File: src/front_pkg.sv
// front end shared definitions
`default_nettype none

package front_pkg;

  localparam int PC_WD        = 32;
  localparam int INST_WD      = 32;
  localparam int SRAM_ADDR_WD = 32;
  // two instructions per sram word
  localparam int SRAM_DATA_WD = 64;

  localparam logic [PC_WD-1:0] PC_RESET_VAL = 32'h8000_0000;

  // rv32i major opcode field, bits 6:0
  localparam logic [6:0] RV_LUI    = 7'b0110111;
  localparam logic [6:0] RV_AUIPC  = 7'b0010111;
  localparam logic [6:0] RV_JAL    = 7'b1101111;
  localparam logic [6:0] RV_JALR   = 7'b1100111;
  localparam logic [6:0] RV_BRANCH = 7'b1100011;
  localparam logic [6:0] RV_LOAD   = 7'b0000011;
  localparam logic [6:0] RV_STORE  = 7'b0100011;
  localparam logic [6:0] RV_OP_IMM = 7'b0010011;
  localparam logic [6:0] RV_OP     = 7'b0110011;
  localparam logic [6:0] RV_SYSTEM = 7'b1110011;

  typedef enum logic [3:0] {
    OP_LUI,
    OP_AUIPC,
    OP_JAL,
    OP_JALR,
    OP_BRANCH,
    OP_LOAD,
    OP_STORE,
    OP_ALUI,
    OP_ALU,
    OP_SYSTEM,
    OP_ILLEGAL
  } opcode_e;

  // redirect from decode back to the pc generator
  typedef struct packed {
    logic             taken;
    logic [PC_WD-1:0] target;
  } br_bus_t;

endpackage

`default_nettype wire

File: src/fs_ds_if.sv
// fetch to decode handshake
`default_nettype none

interface fs_ds_if import front_pkg::*; ();

  logic               valid;
  logic               allowin;
  logic [PC_WD-1:0]   pc;
  logic [INST_WD-1:0] inst;

  modport fs (
    output valid,
    output pc,
    output inst,
    input  allowin
  );

  modport ds (
    input  valid,
    input  pc,
    input  inst,
    output allowin
  );

endinterface

`default_nettype wire

File: src/front_top.sv
// pipeline front end top
`default_nettype none

module front_top import front_pkg::*; (
  input  logic                    i_clk,
  input  logic                    i_rst,
  output logic                    o_inst_sram_ren,
  output logic [SRAM_ADDR_WD-1:0] o_inst_sram_addr,
  input  logic [SRAM_DATA_WD-1:0] i_inst_sram_rdata,
  input  logic                    i_es_allowin,
  output logic                    o_ds_to_es_valid,
  output logic [PC_WD-1:0]        o_ds_to_es_pc,
  output logic [INST_WD-1:0]      o_ds_to_es_inst,
  output opcode_e                 o_ds_to_es_opcode,
  output logic [31:0]             o_ds_to_es_imm
);

  fs_ds_if u_fs_ds ();

  br_bus_t br_bus;

  if_stage u_if_stage (
    .i_clk             (i_clk),
    .i_rst             (i_rst),
    .i_br_bus          (br_bus),
    .fs                (u_fs_ds.fs),
    .o_inst_sram_ren   (o_inst_sram_ren),
    .o_inst_sram_addr  (o_inst_sram_addr),
    .i_inst_sram_rdata (i_inst_sram_rdata)
  );

  id_stage u_id_stage (
    .i_clk             (i_clk),
    .i_rst             (i_rst),
    .i_es_allowin      (i_es_allowin),
    .ds                (u_fs_ds.ds),
    .o_br_bus          (br_bus),
    .o_ds_to_es_valid  (o_ds_to_es_valid),
    .o_ds_to_es_pc     (o_ds_to_es_pc),
    .o_ds_to_es_inst   (o_ds_to_es_inst),
    .o_ds_to_es_imm    (o_ds_to_es_imm),
    .o_ds_to_es_opcode (o_ds_to_es_opcode)
  );

endmodule

`default_nettype wire

File: src/id_stage.sv
// instruction decode stage
`default_nettype none

module id_stage import front_pkg::*; (
  input  logic        i_clk,
  input  logic        i_rst,
  input  logic        i_es_allowin,
  fs_ds_if.ds         ds,
  output br_bus_t     o_br_bus,
  output logic        o_ds_to_es_valid,
  output logic [31:0] o_ds_to_es_pc,
  output logic [31:0] o_ds_to_es_inst,
  output logic [31:0] o_ds_to_es_imm,
  output opcode_e     o_ds_to_es_opcode
);

  logic               ds_valid;
  logic [PC_WD-1:0]   ds_pc;
  logic [INST_WD-1:0] ds_inst;
  opcode_e            opcode;
  logic [31:0]        imm;

  assign ds.allowin = !ds_valid || i_es_allowin;

  always_ff @(posedge i_clk) begin
    if (i_rst) begin
      ds_valid <= 1'b0;
    end else if (ds.allowin) begin
      ds_valid <= ds.valid;
    end
  end

  always_ff @(posedge i_clk) begin
    if (ds.allowin && ds.valid) begin
      ds_pc   <= ds.pc;
      ds_inst <= ds.inst;
    end
  end

  // instruction class, compressed encodings are illegal here
  always_comb begin
    if (ds_inst[1:0] != 2'b11) begin
      opcode = OP_ILLEGAL;
    end else begin
      case (ds_inst[6:0])
        RV_LUI:    opcode = OP_LUI;
        RV_AUIPC:  opcode = OP_AUIPC;
        RV_JAL:    opcode = OP_JAL;
        RV_JALR:   opcode = OP_JALR;
        RV_BRANCH: opcode = OP_BRANCH;
        RV_LOAD:   opcode = OP_LOAD;
        RV_STORE:  opcode = OP_STORE;
        RV_OP_IMM: opcode = OP_ALUI;
        RV_OP:     opcode = OP_ALU;
        RV_SYSTEM: opcode = OP_SYSTEM;
        default:   opcode = OP_ILLEGAL;
      endcase
    end
  end

  // sign-extended immediate by format
  always_comb begin
    case (opcode)
      OP_LUI, OP_AUIPC: begin
        imm = {ds_inst[31:12], 12'b0};
      end
      OP_JAL: begin
        imm = {{11{ds_inst[31]}}, ds_inst[31], ds_inst[19:12], ds_inst[20],
               ds_inst[30:21], 1'b0};
      end
      OP_BRANCH: begin
        imm = {{19{ds_inst[31]}}, ds_inst[31], ds_inst[7], ds_inst[30:25],
               ds_inst[11:8], 1'b0};
      end
      OP_STORE: begin
        imm = {{20{ds_inst[31]}}, ds_inst[31:25], ds_inst[11:7]};
      end
      OP_JALR, OP_LOAD, OP_ALUI, OP_SYSTEM: begin
        imm = {{20{ds_inst[31]}}, ds_inst[31:20]};
      end
      // r-type and illegal carry no immediate
      default: begin
        imm = 32'b0;
      end
    endcase
  end

  // jal resolved here, only when it actually moves on to execute
  assign o_br_bus.taken  = ds_valid && i_es_allowin && (opcode == OP_JAL);
  assign o_br_bus.target = ds_pc + imm;

  assign o_ds_to_es_valid  = ds_valid;
  assign o_ds_to_es_pc     = ds_pc;
  assign o_ds_to_es_inst   = ds_inst;
  assign o_ds_to_es_imm    = imm;
  assign o_ds_to_es_opcode = opcode;

endmodule

`default_nettype wire

File: src/if_stage.sv
// instruction fetch stage
`default_nettype none

module if_stage import front_pkg::*; (
  input  logic                    i_clk,
  input  logic                    i_rst,
  input  br_bus_t                 i_br_bus,
  fs_ds_if.fs                     fs,
  output logic                    o_inst_sram_ren,
  output logic [SRAM_ADDR_WD-1:0] o_inst_sram_addr,
  input  logic [SRAM_DATA_WD-1:0] i_inst_sram_rdata
);

  logic             to_fs_valid;
  logic             fs_valid;
  logic             fs_allowin;
  logic             fs_load;
  logic [PC_WD-1:0] fs_pc;

  // pre-fetch always has a request once out of reset
  assign to_fs_valid = !i_rst;

  // empty stage, or decode takes what we hold
  assign fs_allowin = !fs_valid || fs.allowin;
  assign fs_load    = to_fs_valid && fs_allowin;

  always_ff @(posedge i_clk) begin
    if (i_rst) begin
      fs_valid <= 1'b0;
    end else if (fs_allowin) begin
      fs_valid <= to_fs_valid;
    end
  end

  pc_gen u_pc_gen (
    .i_clk            (i_clk),
    .i_rst            (i_rst),
    .i_load           (fs_load),
    .i_br_bus         (i_br_bus),
    .o_pc             (fs_pc),
    .o_inst_sram_ren  (o_inst_sram_ren),
    .o_inst_sram_addr (o_inst_sram_addr)
  );

  // wrong-path instruction dropped while decode redirects
  assign fs.valid = fs_valid && !i_br_bus.taken;
  assign fs.pc    = fs_pc;

  // pc bit 2 picks the upper half of the 64-bit word
  assign fs.inst = fs_pc[2] ? i_inst_sram_rdata[SRAM_DATA_WD-1:INST_WD]
                            : i_inst_sram_rdata[INST_WD-1:0];

endmodule

`default_nettype wire

File: src/pc_gen.sv
// fetch pc generator
`default_nettype none

module pc_gen import front_pkg::*; (
  input  logic                    i_clk,
  input  logic                    i_rst,
  input  logic                    i_load,
  input  br_bus_t                 i_br_bus,
  output logic [PC_WD-1:0]        o_pc,
  output logic                    o_inst_sram_ren,
  output logic [SRAM_ADDR_WD-1:0] o_inst_sram_addr
);

  logic [PC_WD-1:0] pc;
  logic [PC_WD-1:0] seq_pc;
  logic [PC_WD-1:0] next_pc;

  assign seq_pc  = pc + PC_WD'(4);
  // redirect from decode wins over the sequential pc
  assign next_pc = i_br_bus.taken ? i_br_bus.target : seq_pc;

  // held one word before the reset pc so the first load lands on it
  always_ff @(posedge i_clk) begin
    if (i_rst) begin
      pc <= PC_RESET_VAL - PC_WD'(4);
    end else if (i_load) begin
      pc <= next_pc;
    end
  end

  assign o_pc = pc;

  // read issued with the pc about to be loaded
  assign o_inst_sram_ren  = i_load;
  assign o_inst_sram_addr = SRAM_ADDR_WD'({next_pc[PC_WD-1:3], 3'b000});

endmodule

`default_nettype wire

File: config.mk
export PLATFORM = sky130hd
export DESIGN_NAME = front_top
export DESIGN_NICKNAME = d
export VERILOG_FILES = /design/src/front_pkg.sv /design/src/fs_ds_if.sv /design/src/front_top.sv /design/src/id_stage.sv /design/src/if_stage.sv /design/src/pc_gen.sv
export SDC_FILE = /design/constraint.sdc
export NUM_CORES = 1
export LEC_CHECK = 0
export BUFFER_PORTS_ARGS = -buffer_cell sky130_fd_sc_hd__clkbuf_2
export CAP_MARGIN = 20
export CORE_ASPECT_RATIO = 0.8
export CORE_MARGIN = 4
export CORE_UTILIZATION = 48
export CTS_CLUSTER_SIZE = 12
export DETAILED_ROUTE_END_ITERATION = 16
export GPL_TIMING_DRIVEN = 0
export PLACE_DENSITY_LB_ADDON = 0.15
export SYNTH_ARGS = -nofsm -noshare
export SYNTH_HDL_FRONTEND = slang
export SYNTH_SLANG_ARGS = --single-unit
File: constraint.sdc
create_clock -name i_clk -period 6.2 [get_ports i_clk]
set_clock_uncertainty 0.15 [all_clocks]
set_input_delay 1.24 -clock i_clk [delete_from_list [all_inputs] [get_ports i_clk]]
set_output_delay 1.24 -clock i_clk [all_outputs]
set_load 0.1 [all_outputs]
Word level (Yosys, flattened, before mapping) --
Cells that the tools add are included.
Operators by class: bitwise logic cells 0, equality and inequality tests 19, shifts and indexed selects 0, multiply operators 0, $lt $le $gt $ge 0, divide/modulo/power cells 0, reduce and logical (&&, ||, !) cells 14, mux-type cells 5, $add $sub $neg 2
Operator list (number):
- $pmux W32 S5 | 1
- $mux W32 | 2
- $pmux W4 S10 | 1
- $add A32 B3 Y32 const B | 1
- $add A32 B32 Y32 | 1
- $eq A7 B7 Y1 const B | 4
- $eq A7 B6 Y1 const B | 3
- $eq A4 B3 Y1 const B | 4
- $eq A7 B5 Y1 const B | 2
- $eq A4 B2 Y1 const B | 2
- $eq A7 B2 Y1 const B | 1
- $logic_and A1 B1 Y1 | 5
- $eq A4 B1 Y1 const B | 1
- $eq A4 B4 Y1 const B | 1
- $logic_not A1 Y1 | 4
- $logic_not A4 Y1 | 1
- $mux W4 | 1
- $reduce_or A4 Y1 | 1
- $logic_or A1 B1 Y1 | 2
- $ne A2 B2 Y1 const B | 1
- $reduce_or A2 Y1 | 1
Word-level totals: register bits 98, bits in read-only memories 0, memories kept 0, word-level logic and storage cells 45, output and inout bits 134, latch bits 0, memory bits (writable) 0

Logic depth before layout (Yosys ltp) --
depth in word-level cells 8, depth in mapped cells 20, mapped depth without buffers 18

By module --
From an unflattened synthesis, not the netlist that was laid out.
Unflattened totals: cell total of the unflattened synthesis 802, area, all modules 7639.8 um2
By module, submodules not included:
- id_stage | cells each 375, times used 1, area an instance 4211.5 um2, seq. area each 1941.9 um2
- pc_gen | cells each 386, times used 1, area an instance 2845.2 um2, seq. area each 640.6 um2
- if_stage | cells each 41, times used 1, area an instance 583.1 um2, seq. area each 20.0 um2

Worst setup path after synthesis --
No wires, ideal clock.
kind reg-to-output, from reg u_id_stage.ds_inst[6], in the netlist u_id_stage.o_ds_to_es_inst[6], to out o_inst_sram_addr[24], data required time 4.810 ns, cell stages (with the launch flop) 19, arrival time 6.854 ns, path slack -2.044 ns, cell sequence edfxtp_1 -> clkbuf_1 -> mux2i_1 -> o22ai_1 -> nand2_1 -> nand3_1 -> o21ai_0 -> ha_1 -> fa_1 -> a211oi_2 -> o21bai_1 -> a21o_1 -> a311o_2 -> a41o_4 -> a21o_2 -> a21oi_1 -> mux2i_1 -> a21boi_0 -> buf_4
Between the ends: cells in the longest elaborated chain, start to end 8
Ends and longest elaborated chain:
- from (decl) | line id_stage.sv:19 | logic [INST_WD-1:0] ds_inst;
- from (signal assigned) | line id_stage.sv:36 | ds_inst <= ds.inst;
- $eq A7 B7 Y1 (tied with other cells) | line id_stage.sv:45 | case (ds_inst[6:0])
- $pmux W4 S10 * | line id_stage.sv:45
- $mux W4 * | line id_stage.sv:42 | if (ds_inst[1:0] != 2'b11) begin
- via o_ds_to_es_opcode[1] | line front_top.sv:14 | output opcode_e o_ds_to_es_opcode,
- $eq A4 B2 Y1 (tied with other cells) | line id_stage.sv:63 | case (opcode)
- $reduce_or A4 Y1 or $reduce_or A2 Y1 (tied branches) | line id_stage.sv:63
- $pmux W32 S5 * | line id_stage.sv:63
- via o_ds_to_es_imm[0] | line front_top.sv:15 | output logic [31:0] o_ds_to_es_imm
- $add A32 B32 Y32 * | line id_stage.sv:90 | assign o_br_bus.target = ds_pc + imm;
- $mux W32 * | line pc_gen.sv:20 | assign next_pc = i_br_bus.taken ? i_br_bus.target : seq_pc;
- to (decl) | line front_top.sv:8 | output logic [SRAM_ADDR_WD-1:0] o_inst_sram_addr,
Mark *: on every way through the listed nets, which the timed path passes. The rest lies on a longest branch.

Worst setup path after layout --
from reg u_id_stage.ds_inst[2], in the netlist u_id_stage.o_ds_to_es_inst[2], to out o_inst_sram_addr[30]
Between the ends: cells in the longest elaborated chain, start to end 8
Ends and longest elaborated chain (line):
- $eq A7 B7 Y1 (tied with other cells) | id_stage.sv:45
- $pmux W4 S10 * | id_stage.sv:45
- $mux W4 * | id_stage.sv:42
- $eq A4 B2 Y1 (tied with other cells) | id_stage.sv:63
- $reduce_or A4 Y1 or $reduce_or A2 Y1 (tied branches) | id_stage.sv:63
- $pmux W32 S5 | id_stage.sv:63
- $add A32 B32 Y32 | id_stage.sv:90
- $mux W32 * | pc_gen.sv:20
Every way passes the cells marked *; elsewhere a longest branch is shown, timed or not.

==> summary.txt <==
Run status
  – Status: finished clean

Synth
  – Synth Area in Adders: 6.22%
  – Yosys Warn Count: 0
  – Largest family of logic cells by synthesized area: compound AO/OA/AOI/OAI gates
  – Netlist Area Pre-Place: between 0.006 and 0.007 mm^2
  – Ys async rst share: 0%
  – Synth top area share: between 20% and 30%
  – Post-synth top cells: 64 x edfxtp_1, 63 x nand2_1, 59 x a21oi_1, 54 x nor2_1, 46 x o21ai_0
  – Post-synth cell types: 66
  – Avg Cell Area, Syn: 9.37 um^2
  – Synth Area in Compound Gates: about a fifth
  – Synth Area in Simple Gates: 14.8%
  – Mapped Cells: 721
  – Multiplexer share of the synthesized area: just over 6%
  – Most frequent cell after synthesis: edfxtp_1
  – Post-synth EDFFs: 64
  – Sequential share of the synthesized area: around two fifths
  – Synth Area in XOR/XNOR: approximately 6.4%
  – Seq cells post-synth: 98
  – Post-synth top flop: edfxtp_1
  – Ranking of synthesized cells by area: edfxtp_1 28%, dfxtp_1 10%, ha_1 5.9%
  – Synth area leader: edfxtp_1

Floorplan
  – Core Area: between 0.01 and 0.015 mm^2
  – IO Count: 201
  – Starting Density: 49.3%
  – Chip Width: 141 um
  – Cell Rows: 38
  – Die Ht: 114 um
  – Die footprint: 0.0160 mm^2

Detailed routing
  – Vias after detailed routing: about 6400
  – Via density: 5.65
  – First-pass DRT Iterations: 6
  – Wire per inst: 18.9 um
  – Drt drc: 0
  – Routed WL: roughly 22000 um
  – Initial DRC count: roughly 560
  – Post-DRT Antenna Nets: 0

GRT
  – Met1 usage: between 30% and 40%
  – Vias in the first global route: around 5800
  – Largest net degree at the start of global routing: 26
  – Global route overflow: 0
  – Total global-route track usage: 25.5%
  – Routing usage on met3: between 4 and 5%
  – First-pass GRT wire length: between 30000 and 40000 um
  – Met2 global-route usage: 38.5%
  – Initial antenna violation count: 1
  – Global route hottest layer: met2

Critical path
  – Crit path launch: u_id_stage.o_ds_to_es_inst[2]
  – Max FO, Critical Path: 6
  – WP data arrival: 4.68 ns
  – Worst path required time: 4.81 ns
  – Reg-to-reg slack, setup: between 1.5 and 2 ns
  – R2R Path End: u_if_stage.u_pc_gen.o_pc[30]
  – Crit Path Class: flop to output pin
  – Reg2reg path depth: 19
  – Crit path launch type: flop
  – RR Startpoint: u_id_stage.o_ds_to_es_inst[2]
  – Worst Setup End Kind: output pin
  – Critical Path Sink: o_inst_sram_addr[30]

Pwr
  – Cell Pwr Density: 444 mW/mm^2
  – Leakage: 0.00406 uW
  – Sw Ratio: 54.5%
  – Clock share of power: 14.9%
  – VDD IR max: around 0.37 mV
  – Comb power frac: 61.4%
  – Net Switching: 2140 uW
  – Sequential share of power: 23.7%
  – Internal power: 1790 uW

STA
  – Fin. Hold Viols: 0
  – Final-report setup violation count: 0
  – Hold WS: between 0.2 and 0.3 ns
  – Peak Freq: 0.165 GHz
  – Slew margin rel.: 43.5%
  – Final Slew Violations: 0
  – Tcrit/Tclk final: 97.8%
  – Post-layout min period: 6.07 ns
  – Pin slew with the least headroom to its limit: 0.845 ns
  – Final WS setup: 0.134 ns

Place
  – Dpl hpwl: 16000 um
  – Port Buffers: 197
  – Setup WS pre-CTS: -0.264 ns
  – Placer Congestion: 0.921

Final layout
  – Area delta synth->final: 31.2%
  – Nets: 1054
  – Layout cells sized above 1: roughly two fifths
  – Fin util: 64.7%

Clocking
  – Clk_lat worst skew: approximately 0.36 ns
  – Clk Tree Root Cell: clkbuf_16
  – Clk slew on worst S/H paths: about 0.070 ns
  – Sink Count: 98
  – H-Tree Depth: 3
  – Max clock buf depth: 2
  – CTS tree: yes
  – TritonCTS Buffers: 9

Flow run
  – Max-Cap Viols: 0

Worst hold path
  – Worst Hold Class: flop to flop
cell type report:
cell class	count	area, um^2
Fill cell	1168	4830
Sequential cell	98	2600
Multi-Input combinational cell	548	3980
Inverter	14	52.6
Tap cell	180	225
Clock buffer	11	243
Buffer	62	435
Clock inverter	5	55.1
Antenna cell	1	2.50
Timing Repair Buffer	221	1270
metrics by stage:
stage	area, um^2	setup TNS [ns]	instances	total power [uW]
after floorplan	6910	-0.838	723	2890
after detailed placement	8180	-0.906	1102	3250
after global routing	8860	-0.110	1139	4100
after CTS	8580	-0.0406	1120	3870
final	8860	0	1140	3930
after global placement	8120	-50.05	1100	3240
worst max-delay path, stage by stage, from the launching register on:
cell and delay, ns:
edfxtp_1 0.45, buf_6 0.17, xor2_1 0.14, nand3_1 0.11, o31ai_2 0.09, nand2_2 0.12, buf_6 0.12, o21ai_4 0.06
ha_4 0.18, fa_2 0.38, a211oi_2 0.27, o21bai_1 0.09, a21o_1 0.20, a311o_2 0.49, a41o_4 0.32, a211o_1 0.27
a31oi_1 0.19, xor2_1 0.26, o21ai_2 0.12, buf_6 0.13, buf_12 0.15
worst min-delay path by stage:
stage	slack (ns)	endpoint	depth (start not counted)	startpoint
2_1_floorplan	0.26	u_id_stage.o_ds_to_es_pc[13]	0	u_if_stage.u_pc_gen.o_pc[13]
3_3_place_gp	0.26	u_id_stage.o_ds_to_es_pc[0]	0	u_if_stage.u_pc_gen.o_pc[0]
3_5_place_dp	0.27	u_id_stage.o_ds_to_es_pc[0]	0	u_if_stage.u_pc_gen.o_pc[0]
4_1_cts	0.29	u_id_stage.o_ds_to_es_pc[0]	0	u_if_stage.u_pc_gen.o_pc[0]
5_1_grt	0.31	u_id_stage.o_ds_to_es_pc[0]	0	u_if_stage.u_pc_gen.o_pc[0]
6_report	0.29	u_id_stage.o_ds_to_es_pc[0]	0	u_if_stage.u_pc_gen.o_pc[0]
cell usage in the layout, fill, tap and decap left out, types with 6 or more instances in the layout:
cell,count
a21oi_1,55
a21o_1,19
mux2i_1,6
buf_6,9
nor2_1,53
xor2_1,22
o21ai_1,7
and2_2,6
clkbuf_1,20
o21ai_0,42
xnor2_1,27
a21o_2,13
and3_1,8
mux2_2,32
inv_1,13
nand3_1,26
ha_1,31
edfxtp_1,64
nor3_1,7
nand2_1,59
clkbuf_2,187
dfxtp_1,34
clkbuf_16,9
nand4_1,6
and4_1,7
buf_4,51
per-layer routing:
layer | part of all wire (%) | vias up
li1 | - | 3093
met1 | 47 | 3007
met2 | 43 | 310
met3 | 9.4 | 27
met4 | 1.4 | 0
met5 | 0 | -
power groups by stage:
stage	Clock (uW)	Sequential (uW)	Combinational [uW]
after floorplan	0	1220	1670
after detailed placement	0	943	2300
final	588	932	2410
after global placement	0	946	2290
after CTS	590	930	2350
after global routing	611	948	2540
state kept, by name, summed over array words and instances (netlist names):
register,count
u_id_stage.o_ds_to_es_inst,32
u_id_stage.o_ds_to_es_pc,32
u_id_stage.o_ds_to_es_valid,1
u_if_stage.fs_valid,1
u_if_stage.u_pc_gen.o_pc,32
timing repair:
| action | in CTS | in global routing |
|---|---|---|
| cloned | 0 | 1 |
| buffers inserted | 3 | 18 |
| pin swaps | 2 | 16 |
| hold buffers | 0 | 0 |
| resized for setup | 19 | 45 |
| endpoints found under the setup margin | 18 | 15 |
logic make-up (layout without fill, tap and decap cells):
logic type                 count (synthesis)  after routing
and+or+nand+nor                          210            210
DFF                                       98             98
xor gates and xnor gates                  49             49
muxes                                     38             38
buffers and inverters                     77            313
AOI/OAI and AO/OA                        215            215
adders and majority gates                 33             33
other                                      1              4
Note: power is estimated with default switching activity, not from simulation.
